`src/rtl/dcache_consts.svh`:
```
`ifndef DCACHE_CONSTS_SVH
`define DCACHE_CONSTS_SVH

// cache geometry

// set index bits
`define DCACHE_INDEX_W 4

// word-in-line bits
`define DCACHE_OFFSET_W 2

// data path width
`define DCACHE_WORD_W 32

`define DCACHE_WORDS 4
`define DCACHE_SETS 16

// fixed at two, one lru bit per set
`define DCACHE_WAYS 2

// address bits left above index, word offset and byte offset
`define DCACHE_TAG_W (`DCACHE_WORD_W - `DCACHE_INDEX_W - `DCACHE_OFFSET_W - 2)

`endif

```
`src/rtl/dcache_req_pkg.sv`:
```
`include "dcache_consts.svh"

package dcache_req_pkg;

    // load-store stage to cache
    typedef struct packed {
        // 0 read, 1 write
        logic                         we;
        logic [`DCACHE_WORD_W-1:0]    addr;
        logic [`DCACHE_WORD_W-1:0]    wdata;
        // byte lanes for writes
        logic [`DCACHE_WORD_W/8-1:0]  strb;
    } dc_req_t;

    // read data back to the pipeline, always a full word
    typedef struct packed {
        logic                         valid;
        logic [`DCACHE_WORD_W-1:0]    data;
    } dc_rsp_t;

    // one tag array entry
    typedef struct packed {
        logic                         valid;
        logic [`DCACHE_TAG_W-1:0]     tag;
    } dc_tag_t;

    // one data array entry, word 0 in the low bits
    typedef logic [`DCACHE_WORDS-1:0][`DCACHE_WORD_W-1:0] dc_line_t;

endpackage

```
`src/rtl/dcache_bus_pkg.sv`:
```
`include "dcache_consts.svh"

package dcache_bus_pkg;

    // wishbone classic, master side outputs
    typedef struct packed {
        logic                         cyc;
        logic                         stb;
        logic                         we;
        logic [`DCACHE_WORD_W-1:0]    adr;
        logic [`DCACHE_WORD_W-1:0]    dat;
        logic [`DCACHE_WORD_W/8-1:0]  sel;
    } wb_m2s_t;

    // wishbone classic, slave side outputs
    typedef struct packed {
        // one cycle per completed beat
        logic                         ack;
        logic [`DCACHE_WORD_W-1:0]    dat;
    } wb_s2m_t;

endpackage

```
`src/rtl/dcache_ctrl.sv`:
```
`timescale 1ns/100ps
`include "dcache_consts.svh"

module dcache_ctrl (
    input  logic                          clk,
    input  logic                          arst_n,
    input  logic                          req_valid,
    output logic                          req_ready,
    output logic                          rbuf_load,
    input  dcache_req_pkg::dc_req_t       buf_req,
    input  logic [`DCACHE_TAG_W-1:0]      buf_tag,
    input  logic [`DCACHE_INDEX_W-1:0]    buf_index,
    input  logic [`DCACHE_OFFSET_W-1:0]   buf_word,
    input  dcache_req_pkg::dc_tag_t       tag0,
    input  dcache_req_pkg::dc_tag_t       tag1,
    input  dcache_req_pkg::dc_line_t      line0,
    input  dcache_req_pkg::dc_line_t      line1,
    output logic [`DCACHE_WAYS-1:0]       tag_we,
    output logic                          tag_clear,
    output dcache_req_pkg::dc_tag_t       tag_wr,
    output logic [`DCACHE_INDEX_W-1:0]    tag_wr_index,
    output logic [`DCACHE_WAYS-1:0]       line_we,
    output dcache_req_pkg::dc_line_t      line_wr,
    output logic                          lru_touch,
    output logic                          lru_used_way,
    input  logic                          lru_victim,
    output dcache_req_pkg::dc_rsp_t       rsp,
    output dcache_bus_pkg::wb_m2s_t       wb_out,
    input  dcache_bus_pkg::wb_s2m_t       wb_in
);

    import dcache_req_pkg::*;

    typedef enum logic [2:0] {
        ST_CLEAR,
        ST_IDLE,
        ST_LOOKUP,
        ST_REFILL,
        ST_FILL_WR,
        ST_WRITE
    } state_t;

    state_t                       state_q;
    state_t                       state_d;
    logic [`DCACHE_INDEX_W-1:0]   sweep_idx;
    logic [`DCACHE_OFFSET_W-1:0]  beat_q;
    dc_line_t                     fill_line;
    dc_line_t                     hit_line;
    dc_line_t                     merged_line;
    logic                         hit0;
    logic                         hit1;
    logic                         hit;
    logic                         hit_way;

    ////////////////////////////////////////////////////////////
    // hit detection and write merge
    ////////////////////////////////////////////////////////////

    assign hit0     = tag0.valid && (tag0.tag == buf_tag);
    assign hit1     = tag1.valid && (tag1.tag == buf_tag);
    assign hit      = hit0 | hit1;
    assign hit_way  = hit1;
    assign hit_line = hit_way ? line1 : line0;

    // strobed bytes of the write land in the cached word
    always_comb begin
        merged_line = hit_line;
        for (int b = 0; b < `DCACHE_WORD_W / 8; b++) begin
            if (buf_req.strb[b]) begin
                merged_line[buf_word][8*b +: 8] = buf_req.wdata[8*b +: 8];
            end
        end
    end

    ////////////////////////////////////////////////////////////
    // FSM
    ////////////////////////////////////////////////////////////

    always_comb begin
        state_d = state_q;
        case (state_q)
            ST_CLEAR:   if (sweep_idx == '1) state_d = ST_IDLE;
            ST_IDLE:    if (req_valid) state_d = ST_LOOKUP;
            ST_LOOKUP: begin
                if (buf_req.we) begin
                    state_d = ST_WRITE;
                end else if (hit) begin
                    state_d = ST_IDLE;
                end else begin
                    state_d = ST_REFILL;
                end
            end
            ST_REFILL:  if (wb_in.ack && beat_q == '1) state_d = ST_FILL_WR;
            ST_FILL_WR: state_d = ST_IDLE;
            ST_WRITE:   if (wb_in.ack) state_d = ST_IDLE;
            default:    state_d = ST_CLEAR;
        endcase
    end

    always_ff @(posedge clk or negedge arst_n) begin
        if (!arst_n) begin
            state_q   <= ST_CLEAR;
            sweep_idx <= '0;
            beat_q    <= '0;
        end else begin
            state_q <= state_d;
            if (state_q == ST_CLEAR) begin
                sweep_idx <= sweep_idx + 1'b1;
            end
            // wraps back to zero after the last beat
            if (state_q == ST_REFILL && wb_in.ack) begin
                beat_q <= beat_q + 1'b1;
            end
        end
    end

    // refill line assembly, one word per ack
    always_ff @(posedge clk) begin
        if (state_q == ST_REFILL && wb_in.ack) begin
            fill_line[beat_q] <= wb_in.dat;
        end
    end

    ////////////////////////////////////////////////////////////
    // outputs
    ////////////////////////////////////////////////////////////

    assign req_ready    = (state_q == ST_IDLE);
    assign rbuf_load    = req_ready && req_valid;
    assign tag_clear    = (state_q == ST_CLEAR);
    assign tag_wr_index = tag_clear ? sweep_idx : buf_index;

    always_comb begin
        tag_we       = '0;
        tag_wr.valid = 1'b1;
        tag_wr.tag   = buf_tag;
        line_we      = '0;
        line_wr      = merged_line;
        lru_touch    = 1'b0;
        lru_used_way = hit_way;
        rsp          = '0;
        wb_out       = '0;
        case (state_q)
            ST_LOOKUP: begin
                lru_touch = hit;
                if (!buf_req.we) begin
                    rsp.valid = hit;
                    rsp.data  = hit_line[buf_word];
                end else if (hit) begin
                    line_we[hit_way] = 1'b1;
                end
            end
            ST_REFILL: begin
                wb_out.cyc = 1'b1;
                wb_out.stb = 1'b1;
                wb_out.adr = {buf_tag, buf_index, beat_q, 2'b00};
                wb_out.sel = '1;
            end
            ST_FILL_WR: begin
                tag_we[lru_victim]  = 1'b1;
                line_we[lru_victim] = 1'b1;
                line_wr             = fill_line;
                lru_touch           = 1'b1;
                lru_used_way        = lru_victim;
                rsp.valid           = 1'b1;
                rsp.data            = fill_line[buf_word];
            end
            ST_WRITE: begin
                wb_out.cyc = 1'b1;
                wb_out.stb = 1'b1;
                wb_out.we  = 1'b1;
                wb_out.adr = buf_req.addr;
                wb_out.dat = buf_req.wdata;
                wb_out.sel = buf_req.strb;
            end
            default: begin
            end
        endcase
    end

endmodule

```
`config.mk`:
```
export PLATFORM = sky130hd
export DESIGN_NAME = dcache_ctrl
export DESIGN_NICKNAME = d
export VERILOG_FILES = /design/src/rtl/dcache_req_pkg.sv /design/src/rtl/dcache_bus_pkg.sv /design/src/rtl/dcache_ctrl.sv
export VERILOG_INCLUDE_DIRS = /design/src /design/src/rtl
export SDC_FILE = /design/constraint.sdc
export NUM_CORES = 1
export LEC_CHECK = 0
export BUFFER_PORTS_ARGS = -buffer_cell sky130_fd_sc_hd__buf_4
export CORE_AREA = 3 3 277 279
export CTS_BUF_LIST = sky130_fd_sc_hd__clkbuf_16
export DETAILED_ROUTE_END_ITERATION = 16
export DIE_AREA = 0 0 280 282
export PLACE_DENSITY_LB_ADDON = 0.15
export SKIP_LAST_GASP = 1
export SYNTH_ARGS = -nofsm -noshare
export SYNTH_HDL_FRONTEND = slang
export SYNTH_SLANG_ARGS = --single-unit
```
`constraint.sdc`:
```
create_clock -name clk -period 2.58 [get_ports clk]
set_clock_uncertainty 0.1 [all_clocks]
set_input_delay 0.258 -clock clk [delete_from_list [all_inputs] [get_ports clk]]
set_output_delay 0.258 -clock clk [all_outputs]
set_load 0.01 [all_outputs]
```
After elaboration in Yosys (flattened, before gate mapping)

Cells that the tools add are included.

Register bits after elaboration: 137
Latch bits: 0
RAM bits: 0
Memory bits (read-only): 0
Input port bits: 442
Output and inout bits: 270
Logic and storage cells: 93
Memories: 0

Add/subtract/negate cells: 2
$mul: 0
Div/mod/pow operators: 0
$lt $le $gt $ge: 8
Equal/unequal tests: 13
Shift operators: 0
Multiplexer cells: 50
Bitwise logic cells: 1
Reduce and logical (&&, ||, !) cells: 12

Operators by type and width:

| kind                                                                                 | count |
|---|---|
| 128-bit 2-to-1 mux                                                                   | 6 |
| 128-bit bitwise mux                                                                  | 5 |
| 32-bit demux with 2-bit select                                                       | 5 |
| 32-bit 2-to-1 mux                                                                    | 5 |
| 32-bit binary-select mux with 2-bit select                                           | 2 |
| 33-bit one-hot mux with 2 select lines                                               | 1 |
| 32-bit one-hot mux with 2 select lines                                               | 1 |
| 24-bit == test                                                                       | 2 |
| 33-bit 2-to-1 mux                                                                    | 1 |
| 24-bit 2-to-1 mux                                                                    | 1 |
| 3-bit one-hot mux with 6 select lines                                                | 1 |
| 16-bit 2-to-1 mux                                                                    | 1 |
| 3-bit 2-to-1 mux                                                                     | 5 |
| 2-bit 2-to-1 mux                                                                     | 5 |
| 1-bit logical AND                                                                    | 9 |
| 8-bit 2-to-1 mux                                                                     | 1 |
| 4-bit one-hot mux with 2 select lines                                                | 1 |
| 3-bit by 2-bit == test with 1-bit output (second input constant)                     | 2 |
| 3-bit == test (second input constant)                                                | 2 |
| 2-bit by 3-bit < comparator with 1-bit output (second input constant)                | 2 |
| 2-bit != test (second input constant)                                                | 3 |
| 4-bit by 1-bit adder with 4-bit output (second input constant)                       | 1 |
| 4-bit == test (second input constant)                                                | 1 |
| 2-bit by 1-bit greater-or-equal comparator with 1-bit output (second input constant) | 2 |
| 15 further kinds                                                                     | 21 |

Longest topological paths before layout

Gate-level depths: netlist of run 1.

Word-level depth: 13
Gate-level depth with buffers: 9
Gate-level depth less buffers: 8

Worst setup path after synthesis of run 1

OpenSTA, ideal clock, no wires.

Path kind: register to register
Start point: register state_q[1]
End point: register fill_line[0] in the netlist's numbering, enable pin
Library setup time: 0.392 ns
Arrival time: 2.284 ns
Data required time: 2.088 ns
Slack: -0.196 ns
Stages on the path, launching flop included: 7
Buffers on the path: 3
Clock period less this slack: 2.776 ns
Cells stage by stage: dfrtp_1 > clkbuf_1 > nor2b_1 > and2_1 > clkbuf_1 > clkbuf_1 > and3_1

Word-level cells in the longest chain between the ends: 2

RTL lines:

| item                                     | RTL line           | source |
|---|---|---|
| from (decl)                              | dcache_ctrl.sv:43  | `state_t state_q;` |
| from (signal assigned)                   | dcache_ctrl.sv:106 | `state_q <= state_d;` |
| 3-bit by 2-bit == test with 1-bit output | dcache_ctrl.sv:119 | `if (state_q == ST_REFILL && wb_in.ack) begin` |
| 1-bit logical AND                        | dcache_ctrl.sv:119 |  |
| to (signal, indexed assignment)          | dcache_ctrl.sv:120 | `fill_line[beat_q] <= wb_in.dat;` |
| to (decl)                                | dcache_ctrl.sv:47  | `dc_line_t fill_line;` |

Every way passes these cells.
A chain may end at the register's enable or synchronous reset.

==> summary.txt, run 1 <==
Status
  – Status: finished, violations left
  – Violated checks: setup timing

Clock tree
  – Clock transition at path regs: 70 ps
  – CTS Buf Count: 17
  – Root buffer cell: clkbuf_16
  – Clk buf depth: 2
  – CTS tree: yes
  – Clk_lat worst skew: 470 ps
  – CTS H-tree lvls: 4
  – Num Clock Sinks: 137

Timing
  – Rel. slew slack: 52.64%
  – Final hold vios: 0
  – RSZ-0062 raised after global routing: true
  – Period utilization: 115.5%
  – Final Critical Period: 2979 ps
  – Fin. max-slew vios: 0
  – Slew @ Worst Pin: 710.3 ps
  – Setup ws final: -399.4 ps
  – Final Setup Violations: 160
  – Maximum clock rate: 335.6 MHz

Critical path
  – Critical Path Start Type: primary input
  – Crit path to: rsp[20]
  – Worst setup EP type: primary output
  – Critical path class: in -> out
  – CP peak stage delay: 430 ps
  – Slowest cell on crit path: or3_4
  – WP buf/inv: 6
  – CP cell instances: buf_6 > xnor2_2 > buf_4 > nand4_1 > or3_4 > buf_12 > buf_12 > buf_16 > o21ai_4 > a21oi_1 > nor4_1 > o21ai_1 > buf_4
  – Worst r2r dst: state_q[0]$_DFFE_PN0P_
  – Worst-case reg-to-reg path depth: 7
  – Data required time at the worst endpoint: 2220 ps
  – CP Max Fanout: 6
  – Critical path depth: 13
  – R2R Setup Slk: 460 ps
  – Critical path data arrival time: 2620 ps
  – Delay-heaviest family, CP: buffers and inverters
  – Worst Setup SP: tag1[10]
  – Worst r2r src: state_q[0]$_DFFE_PN0P_

Cells and area
  – Share of layout cells above drive strength 1: 67.51%
  – Area Growth Syn to Fin: 121.8%
  – # fillers: 7441
  – Fin nets: 2872
  – Highest-count cells in the layout ignoring fill and taps: buf_4 (832), buf_6 (145), nor2_1 (135)
  – Most common cell after layout, fill and taps aside: buf_4
  – Fin area: 27920 um^2

Yosys
  – Mean area per synthesized cell: 8.740 um^2
  – Synth cell types: 48
  – Synth Net Count: 1887
  – Synthesized cell area: 12590 um^2
  – EDFF count, synth: 128
  – Ys Warns: 0
  – Top_reg_cell synth: edfxtp_1
  – Asr flop ratio synth: 6.569%
  – Sequential cell area fraction in the yosys report: 32.33%
  – Post-Syn Instances: 1440
  – Yosys reg bits: 137

Flow run
  – Max cap viols: 0

Power
  – VDD IR max: 0.3863 mV
  – Power Density: 425.5 nW/um^2
  – Total power: 11.88 mW
  – Leakage: 11.12 nW

Place
  – GPL Wtd Cong: 0.9023
  – PortBufs: 710
  – Dpl cell area: 20630 um^2
  – DP HPWL: 70470 um

Routing
  – Drc violations: 0
  – Via count: 17134
  – Detailed-route wire length per cell: 29.57 um
  – Vias/cell: 5.023
  – Final wirelength: 100900 um
  – First DRT Iteration DRCs: 1169
  – Detail Route Antenna Nets: 0
  – Detailed Routing Iterations Pass 1: 4

Die
  – I/O pins: 712
  – Std-Cell Rows: 100
  – Initial Utilization: 16.91%
  – Die height: 282 um
  – Core Area: 74450 um^2
  – Die ar.: 78960 um^2
  – Die width: 280 um

Worst hold path
  – Min-delay worst type: in -> async

Global routing
  – Met3 GRT Util: 5.357%
  – Largest net degree at the start of global routing: 50
  – GRT Max-Usage Layer: met2
  – GRT overflow: 0
  – Met2 Track Usage GR: 42.97%
  – Routing usage on met1: 27.61%
  – Vias in the first global route: 18187
  – First-pass GRT wire length: 133900 um
  – Initial antenna violation count: 9
  – Total GRT Usage: 23.84%
[cell type report]
class,count,area (um^2),share of cell area (%)
Multi-Input combinational cell,1129,11200,40.12
Timing Repair Buffer,1134,10830,38.78
Sequential cell,137,4073,14.59
Tap cell,969,1212,4.342
Clock buffer,17,425.4,1.524
Clock inverter,15,148.9,0.5333
Inverter,6,22.52,0.08066
Antenna cell,4,10.01,0.03585
[power by group]
part	internal, mW	leakage (nW)	switching, mW	total, mW
Clock	1.42	0.280	1.06	2.48
Sequential	2.72	1.26	0.216	2.94
Combinational	3.20	9.58	3.26	6.47
[worst min-delay path by stage]
stage / slack [ps] / from / to
3_3_place_gp: -6 / arst_n / sweep_idx[0]$_DFFE_PN0P_
4_1_cts: 20 / arst_n / sweep_idx[3]$_DFFE_PN0P_
5_1_grt: 50 / arst_n / sweep_idx[0]$_DFFE_PN0P_
3_5_place_dp: -2 / arst_n / sweep_idx[3]$_DFFE_PN0P_
2_1_floorplan: -140 / arst_n / beat_q[0]$_DFFE_PN0P_
6_report: 60 / arst_n / sweep_idx[0]$_DFFE_PN0P_
[synth_stat cells (36+ instances only)]
cell type | number | area, um^2
nand3_1 | 125 | 625.6
nor4_1 | 36 | 225.2
o21ai_1 | 88 | 440.4
clkbuf_1 | 86 | 322.8
a21o_1 | 128 | 960.9
nor2_1 | 136 | 510.5
and2_1 | 38 | 237.7
o21ai_2 | 44 | 385.4
a21oi_1 | 130 | 650.6
edfxtp_1 | 128 | 3844
nand2_1 | 64 | 240.2
a311oi_1 | 128 | 1121
[cell families after synthesis]
kind of cell,count (synthesis),share of synthesized area [%]
XOR/XNOR,52,3.619
other,1,0.02980
AND/OR/NAND/NOR,446,17.63
multiplexers,38,6.263
buffers and inverters,175,7.714
AO/OA/AOI/OAI,586,31.92
flip-flops,137,32.33
adder cells (fa/ha/maj),5,0.4971
[per-layer routing]
metal	up-vias	share of wire (%)
li1	7554	-
met1	8659	39
met2	746	51
met3	169	6.1
met4	6	3.5
met5	-	0.045
[metrics by stage]
| step | setup TNS, ps | hold slack (ps) | util [%] | setup slack, ps | std cells |
|---|---|---|---|---|---|
| 5_1_grt | -41490 | 49.91 | 37.49 | -469.5 | 3408 |
| 6_report | -27970 | 60.72 | 37.50 | -399.4 | 3411 |
| 3_5_place_dp | -38960 | -1.528 | 27.71 | -452.1 | 3232 |
| 4_1_cts | -30170 | 23.87 | 34.92 | -324.1 | 3378 |
| 3_3_place_gp | -40510 | -6.436 | 27.71 | -470.4 | 3232 |
| 2_1_floorplan | 0 | -137.6 | - | 99.24 | 1440 |
[what timing repair did]
item | 4_1_cts | 5_1_grt
setup endpoints to repair | 181 | 174
gates cloned | 30 | 10
endpoints found under the hold margin | 138 | 0
hold buffers | 34 | 0
setup buffers | 52 | 35
gates resized for setup | 601 | 323
pin swaps | 209 | 129
[worst reg2reg max path, stage by stage (launching register included)]
cell,delay [ps]
dfrtp_2,490
and3b_4,260
buf_12,140
nand2b_1,190
a211oi_1,520
a22oi_1,140
nor2_1,120
a21oi_1,50
[sequential cells by signal, indices dropped and copies added, names as in the netlist]
| signal | count |
|---|---|
| sweep_idx | 4 |
| fill_line | 128 |
| beat_q | 2 |
| state_q | 3 |
No activity file was read; power rests on OpenSTA's default activity.
==> run 2: changes to the inputs <==
ABC_AREA = 1   (was default)
CORE_AREA = 3 3 275 277   (was 3 3 277 279)
DIE_AREA = 0 0 278 280   (was 0 0 280 282)
==> summary.txt, run 2 <==
Yosys
  – Post-Syn Instances: 2121
  – Asr flop ratio synth: 6.569%
  – Mean area per synthesized cell: 6.337 um^2
  – Adder-Cell Fraction of Synth Area: 0.4655%
  – Yosys reg bits: 137
  – Ys Warns: 0
  – Synth cell types: 35
  – Top-area cell type share of the netlist area: 28.60%
  – Largest family of logic cells by synthesized area: simple AND/OR/NAND/NOR gates
  – Commonest cells in the netlist: nand2_1 (450), inv_1 (430), o21ai_0 (239), nand3_1 (134), nand4_1 (133)
  – XOR/XNOR share of the synthesized area: 0.9775%
  – Synthesized cell area: 13440 um^2
  – Compound-gate portion of the synthesized area: 22.98%
  – Sequential cell area fraction in the yosys report: 30.27%
  – Most frequent cell after synthesis: nand2_1
  – Yosys top cell by area: edfxtp_1
  – Top_reg_cell synth: edfxtp_1
  – Synth Area in Simple Gates: 26.74%
  – Mux share of post-synthesis cell area: 0%
  – Largest cells by area after synthesis: edfxtp_1 (29%), nand2_1 (13%), inv_1 (12%)
  – Synth Net Count: 2568
  – EDFF count, synth: 128

Power
  – Power Density: 491.4 nW/um^2
  – Register share of total power: 23.5%
  – Comb power frac: 55.7%
  – Switching Fraction: 41.71%
  – Pint: 6.942 mW
  – Leakage: 12.19 nW
  – Psw: 4.968 mW
  – VDD IR max: 0.4316 mV
  – Clock power share: 20.8%

Die
  – Die height: 280 um
  – Std-Cell Rows: 99
  – Core Area: 73080 um^2
  – Die width: 278 um
  – I/O pins: 712
  – Initial Utilization: 18.39%
  – Die ar.: 77840 um^2

Critical path
  – R2R Setup Slk: 480 ps
  – Critical path data arrival time: 2280 ps
  – Worst r2r dst: fill_line[52]$_DFFE_PP_
  – Data required time at the worst endpoint: 2220 ps
  – Worst-case reg-to-reg path depth: 8
  – Critical Path Start Type: primary input
  – Worst r2r src: state_q[2]$_DFFE_PN0P_
  – Crit path to: rsp[21]
  – Worst Setup SP: buf_tag[16]
  – Critical path class: in -> out
  – CP Max Fanout: 15
  – Worst setup EP type: primary output

Global routing
  – Initial antenna violation count: 16
  – First-pass GRT wire length: 147500 um
  – Largest net degree at the start of global routing: 57
  – Total GRT Usage: 26.71%
  – Vias in the first global route: 18460
  – GRT overflow: 0

Routing
  – Via count: 19598
  – Vias/cell: 4.918
  – First DRT Iteration DRCs: 1805
  – Detailed Routing Iterations Pass 1: 6
  – Detailed-route wire length per cell: 28.47 um
  – Final wirelength: 113500 um
  – Detail Route Antenna Nets: 0
  – Drc violations: 0

Cells and area
  – Fin nets: 3453
  – Top Registers: fill_line: 128 flops, sweep_idx: 4 flops, state_q: 3 flops
  – Share of layout cells above drive strength 1: 41.22%
  – Max FFs per register: 128
  – Fin cells: 3985
  – Biggest register: fill_line
  – # fillers: 8016
  – Highest-count cells in the layout ignoring fill and taps: buf_4 (889), inv_1 (430), nand2_1 (365)
  – Area Growth Syn to Fin: 80.32%
  – Most common cell after layout, fill and taps aside: buf_4
  – Layout Utilization: 33.16%

Place
  – GPL Wtd Cong: 0.9485
  – Post-place setup slack: -233.4 ps
  – PortBufs: 710
  – DP HPWL: 89830 um
  – Placed instance count: 3862

Timing
  – Maximum clock rate: 378.8 MHz
  – Period utilization: 102.3%
  – Final Setup Violations: 9
  – RSZ-0062 raised after global routing: true
  – Final hold vios: 0
  – Fin. max-slew vios: 0
  – Final Critical Period: 2640 ps
  – Slew @ Worst Pin: 728.7 ps
  – Rel. slew slack: 50.90%
  – Setup ws final: -59.89 ps

Clock tree
  – CTS Buf Count: 17
  – CTS H-tree lvls: 4
  – Clock transition at path regs: 60 ps
  – CTS tree: yes
  – Clk_lat worst skew: 450 ps
  – Clk buf depth: 2
  – Root buffer cell: clkbuf_16
  – Num Clock Sinks: 137

Status
  – Violated checks: setup timing
  – Status: finished, violations left

Worst hold path
  – Min-delay worst type: in -> reg
  – Hold path startpoint: wb_in[32]

Flow run
  – Max cap viols: 0
## run 2: cell count changes after synthesis, sizes merged, moves of 52 or more
cell / before / now
nand4: 9 / 133
inv: 6 / 448
a311oi: 128 / 0
nor2: 136 / 84
a21o: 128 / 1
o21ai: 167 / 274
o22ai: 0 / 82
nand2: 64 / 450
## run 2: final cells by class
| cell class | count | area [um^2] | area share, % |
|---|---|---|---|
| diodes | 8 | 20.02 | 0.08260 |
| clock buffers | 17 | 425.4 | 1.755 |
| clock inverters | 14 | 142.6 | 0.5885 |
| inverters | 448 | 1715 | 7.078 |
| multi-input cells | 1379 | 7856 | 32.42 |
| flip-flops and latches | 137 | 4069 | 16.79 |
| well taps | 959 | 1200 | 4.951 |
| repair buffers | 1022 | 8796 | 36.29 |
| repair inverters | 1 | 11.26 | 0.04646 |
## run 2: cells by family after synthesis
logic type                 Yosys count
other                                1
adders and majority gates            5
and+or+nand+nor                    813
xor gates and xnor gates            15
buffers and inverters              605
AOI/OAI and AO/OA                  545
DFF                                137
## run 2: worst min-delay path by stage
stage | end | slack (ps) | depth (start not counted)
2_1_floorplan | beat_q[0]$_DFFE_PN0P_ | -140 | 0
3_3_place_gp | state_q[1]$_DFFE_PN0P_ | -0.1 | 1
3_5_place_dp | state_q[2]$_DFFE_PN0P_ | -0.6 | 1
4_1_cts | state_q[2]$_DFFE_PN0P_ | 10 | 4
5_1_grt | state_q[2]$_DFFE_PN0P_ | 60 | 4
6_report | state_q[2]$_DFFE_PN0P_ | 40 | 4
## run 2: power by group through the flow
stage | combinational [mW] | sequential (mW) | clock, mW
final | 6.63 | 2.80 | 2.47
after global routing | 7.01 | 2.82 | 2.58
after CTS | 6.30 | 2.80 | 2.49
after detailed placement | 6.06 | 2.85 | 0
after global placement | 6.06 | 2.84 | 0
after floorplan | 2.29 | 2.82 | 0
## run 2: stage by stage
stage | TNS (ps) | power (mW) | area, um^2 | hold slack [ps]
3_3_place_gp | -5293 | 8.900 | 21340 | -0.1483
2_1_floorplan | -41110 | 5.107 | 13440 | -137.6
5_1_grt | -1822 | 12.41 | 24230 | 60.37
3_5_place_dp | -5971 | 8.903 | 21340 | -0.5760
6_report | -224.9 | 11.91 | 24240 | 37.99
4_1_cts | -297.0 | 11.59 | 22750 | 13.22
## run 2: routing by layer
layer / vias up / part of all wire, % / track usage (%)
li1: 8843 / - / -
met1: 9542 / 44 / 36.81
met2: 1093 / 46 / 43.54
met3: 112 / 8.3 / 4.934
met4: 8 / 2.0 / 5.686
met5: - / 0.041 / 0
## run 2: critical path, cell delays in order
cell and delay (ps):
buf_8 100, xor2_2 170, nor2_1 130, nand2_1 100, nor2_4 130, buf_12 140, nand3_4 140, buf_12 190
buf_12 130, buf_4 130, nand2_1 100, nand3_1 80, nand2_1 100, o21ai_1 60, nand2_1 130, buf_4 140
## run 2: what timing repair did
action / 4_1_cts / 5_1_grt
buffers inserted: 8 / 21
resized for setup: 79 / 243
setup endpoints to repair: 120 / 144
hold buffers: 33 / 0
pin swaps: 17 / 88
endpoints found under the hold margin: 137 / 0
gates cloned: 5 / 17
==> run 3: changes to the inputs <==
CELL_PAD_IN_SITES_DETAIL_PLACEMENT = 1   (was default)
CELL_PAD_IN_SITES_GLOBAL_PLACEMENT = 2   (was default)
CORE_AREA = 3 3 280 282   (was 3 3 275 277)
DIE_AREA = 0 0 283 285   (was 0 0 278 280)
SETUP_SLACK_MARGIN = 0.2   (was default)
==> summary.txt, run 3 (same netlist as run 2, synthesis figures left out) <==
Status
  – Status: finished, violations left
  – Violated checks: setup timing

Global routing
  – First-pass GRT wire length: 170100 um
  – Total GRT Usage: 29.83%
  – GRT overflow: 0
  – Initial antenna violation count: 29
  – Vias in the first global route: 21106
  – Largest net degree at the start of global routing: 57

Place
  – PortBufs: 710
  – GPL Wtd Cong: 0.9267
  – DP HPWL: 98850 um
  – Dpl cell area: 21560 um^2

Cells and area
  – Fin nets: 3553
  – Area Growth Syn to Fin: 107.1%
  – Biggest register: fill_line
  – Top Registers: fill_line: 128 flops, sweep_idx: 4 flops, state_q: 3 flops
  – Highest-count cells in the layout ignoring fill and taps: buf_4 (814), inv_1 (414), nand2_1 (313)
  – Max FFs per register: 128
  – Share of layout cells above drive strength 1: 50.50%
  – Most common cell after layout, fill and taps aside: buf_4
  – Fin area: 27840 um^2

Timing
  – Final Setup Violations: 34
  – Fin. max-slew vios: 0
  – Slew @ Worst Pin: 650.5 ps
  – Final Critical Period: 2665 ps
  – Rel. slew slack: 56.58%
  – RSZ-0062 raised after global routing: true
  – Final hold vios: 0
  – Setup ws final: -84.85 ps
  – Maximum clock rate: 375.3 MHz
  – Hold WS: 51.47 ps
  – Period utilization: 103.3%
  – Setup TNS: -914.0 ps

Routing
  – Vias/cell: 4.942
  – Drc violations: 0
  – Detailed-route wire length per cell: 31.42 um
  – Final wirelength: 131100 um
  – Detail Route Antenna Nets: 0
  – First DRT Iteration DRCs: 1723
  – Via count: 20621
  – Detailed Routing Iterations Pass 1: 5

Clock tree
  – Root buffer cell: clkbuf_16
  – CTS tree: yes
  – Num Clock Sinks: 137
  – CTS H-tree lvls: 4
  – Clock transition at path regs: 70 ps
  – Clk_lat worst skew: 460 ps
  – CTS Buf Count: 17
  – Clk buf depth: 2

Critical path
  – Critical path data arrival time: 2310 ps
  – CP cell instances: buf_8 > inv_2 > nand2_1 > nand2_1 > nor2_2 > nand3_4 > nor2_4 > buf_12 > buf_12 > buf_16 > buf_12 > nand4_1 > nand3_1 > nand2_1 > o21ai_2 > nand2_2 > buf_6
  – Critical Path Start Type: primary input
  – CP peak stage delay: 260 ps
  – CP Max Fanout: 6
  – Data required time at the worst endpoint: 2220 ps
  – Worst Setup SP: buf_tag[2]
  – Critical path class: in -> out
  – Slowest cell on crit path: nand4_1
  – Worst r2r src: state_q[2]$_DFFE_PN0P_
  – Worst setup EP type: primary output

Die
  – Core Area: 75950 um^2
  – I/O pins: 712
  – Std-Cell Rows: 101
  – Initial Utilization: 17.70%
  – Die width: 283 um
  – Die ar.: 80660 um^2
  – Die height: 285 um

Power
  – Power Density: 486.8 nW/um^2
  – VDD IR max: 0.4676 mV
  – Leakage: 13.49 nW

Worst hold path
  – Min-delay worst type: in -> reg
  – Hold path startpoint: wb_in[32]

Flow run
  – Max cap viols: 0
[run 3: cell count changes in the layout (fill, tap and decap cells not counted), moves of 22 or more]
cell,before,now
buf_8,5,27
nand2_1,365,313
o21ai_2,15,70
nand2_2,68,105
a21oi_2,14,63
buf_6,38,134
a21oi_1,84,33
o21ai_0,209,140
o22ai_1,47,22
buf_4,889,814
buf_12,34,57
[run 3: repair_timing]
| action | CTS | global route |
|---|---|---|
| setup endpoints to repair | 235 | 231 |
| hold endpoints to repair | 137 | 0 |
| gates cloned | 26 | 29 |
| buffers inserted | 43 | 36 |
| resized for setup | 404 | 493 |
| hold buffers | 33 | 0 |
| pin swaps | 120 | 204 |
[run 3: cell type report]
cell class | instances | area (um^2)
Multi-Input combinational cell | 1379 | 9106
Timing Repair inverter | 6 | 101.3
Inverter | 448 | 1737
Tap cell | 1030 | 1289
Antenna cell | 24 | 60.06
Clock buffer | 17 | 425.4
Timing Repair Buffer | 1117 | 10880
Clock inverter | 15 | 168.9
Sequential cell | 137 | 4071
Fill cell | 9024 | 48110
[run 3: routing by layer]
metal  track usage [%]  routed length (um)  vias up
met1             36.06               52780    10346
met4             12.53                4560        8
met2             50.50               63850      996
met5                 0                  39        -
li1                  -                   -     9098
met3             7.282                9894      173
[run 3: worst max-delay path: cells and delay by family]
| family | cells | cell delay [ps] |
|---|---|---|
| buffers and inverters | 7 | 750 |
| and+or+nand+nor | 9 | 1110 |
| AOI/OAI and AO/OA | 1 | 170 |
[run 3: path summary, 6_finish.rpt]
kind / slack [ps] / cells after the start / end
max reg2reg: 400 / 7 / fill_line[4]$_DFFE_PP_
min: 50 / 4 / state_q[2]$_DFFE_PN0P_
min reg2reg: 420 / 1 / sweep_idx[3]$_DFFE_PN0P_
max: -80 / 17 / rsp[15]
min in group asynchronous: 60 / 2 / sweep_idx[1]$_DFFE_PN0P_
max in group asynchronous: 2160 / 2 / state_q[2]$_DFFE_PN0P_
[run 3: power breakdown]
part	internal, mW	switching [mW]
sequential	2.68	0.136
clock	1.44	1.15
combinational	3.57	4.57
total	7.70	5.86
[run 3: through the flow]
| step | power, mW | std cells | setup slack [ps] | utilization, % |
|---|---|---|---|---|
| 3_3_place_gp | 8.925 | 3950 | -359.5 | 28.39 |
| 4_1_cts | 12.49 | 4084 | -37.26 | 32.88 |
| 6_report | 13.55 | 4173 | -84.85 | 36.66 |
| 2_1_floorplan | 5.107 | 2121 | -321.2 | - |
| 5_1_grt | 14.07 | 4170 | -175.9 | 36.65 |
| 3_5_place_dp | 8.966 | 3950 | -357.5 | 28.39 |
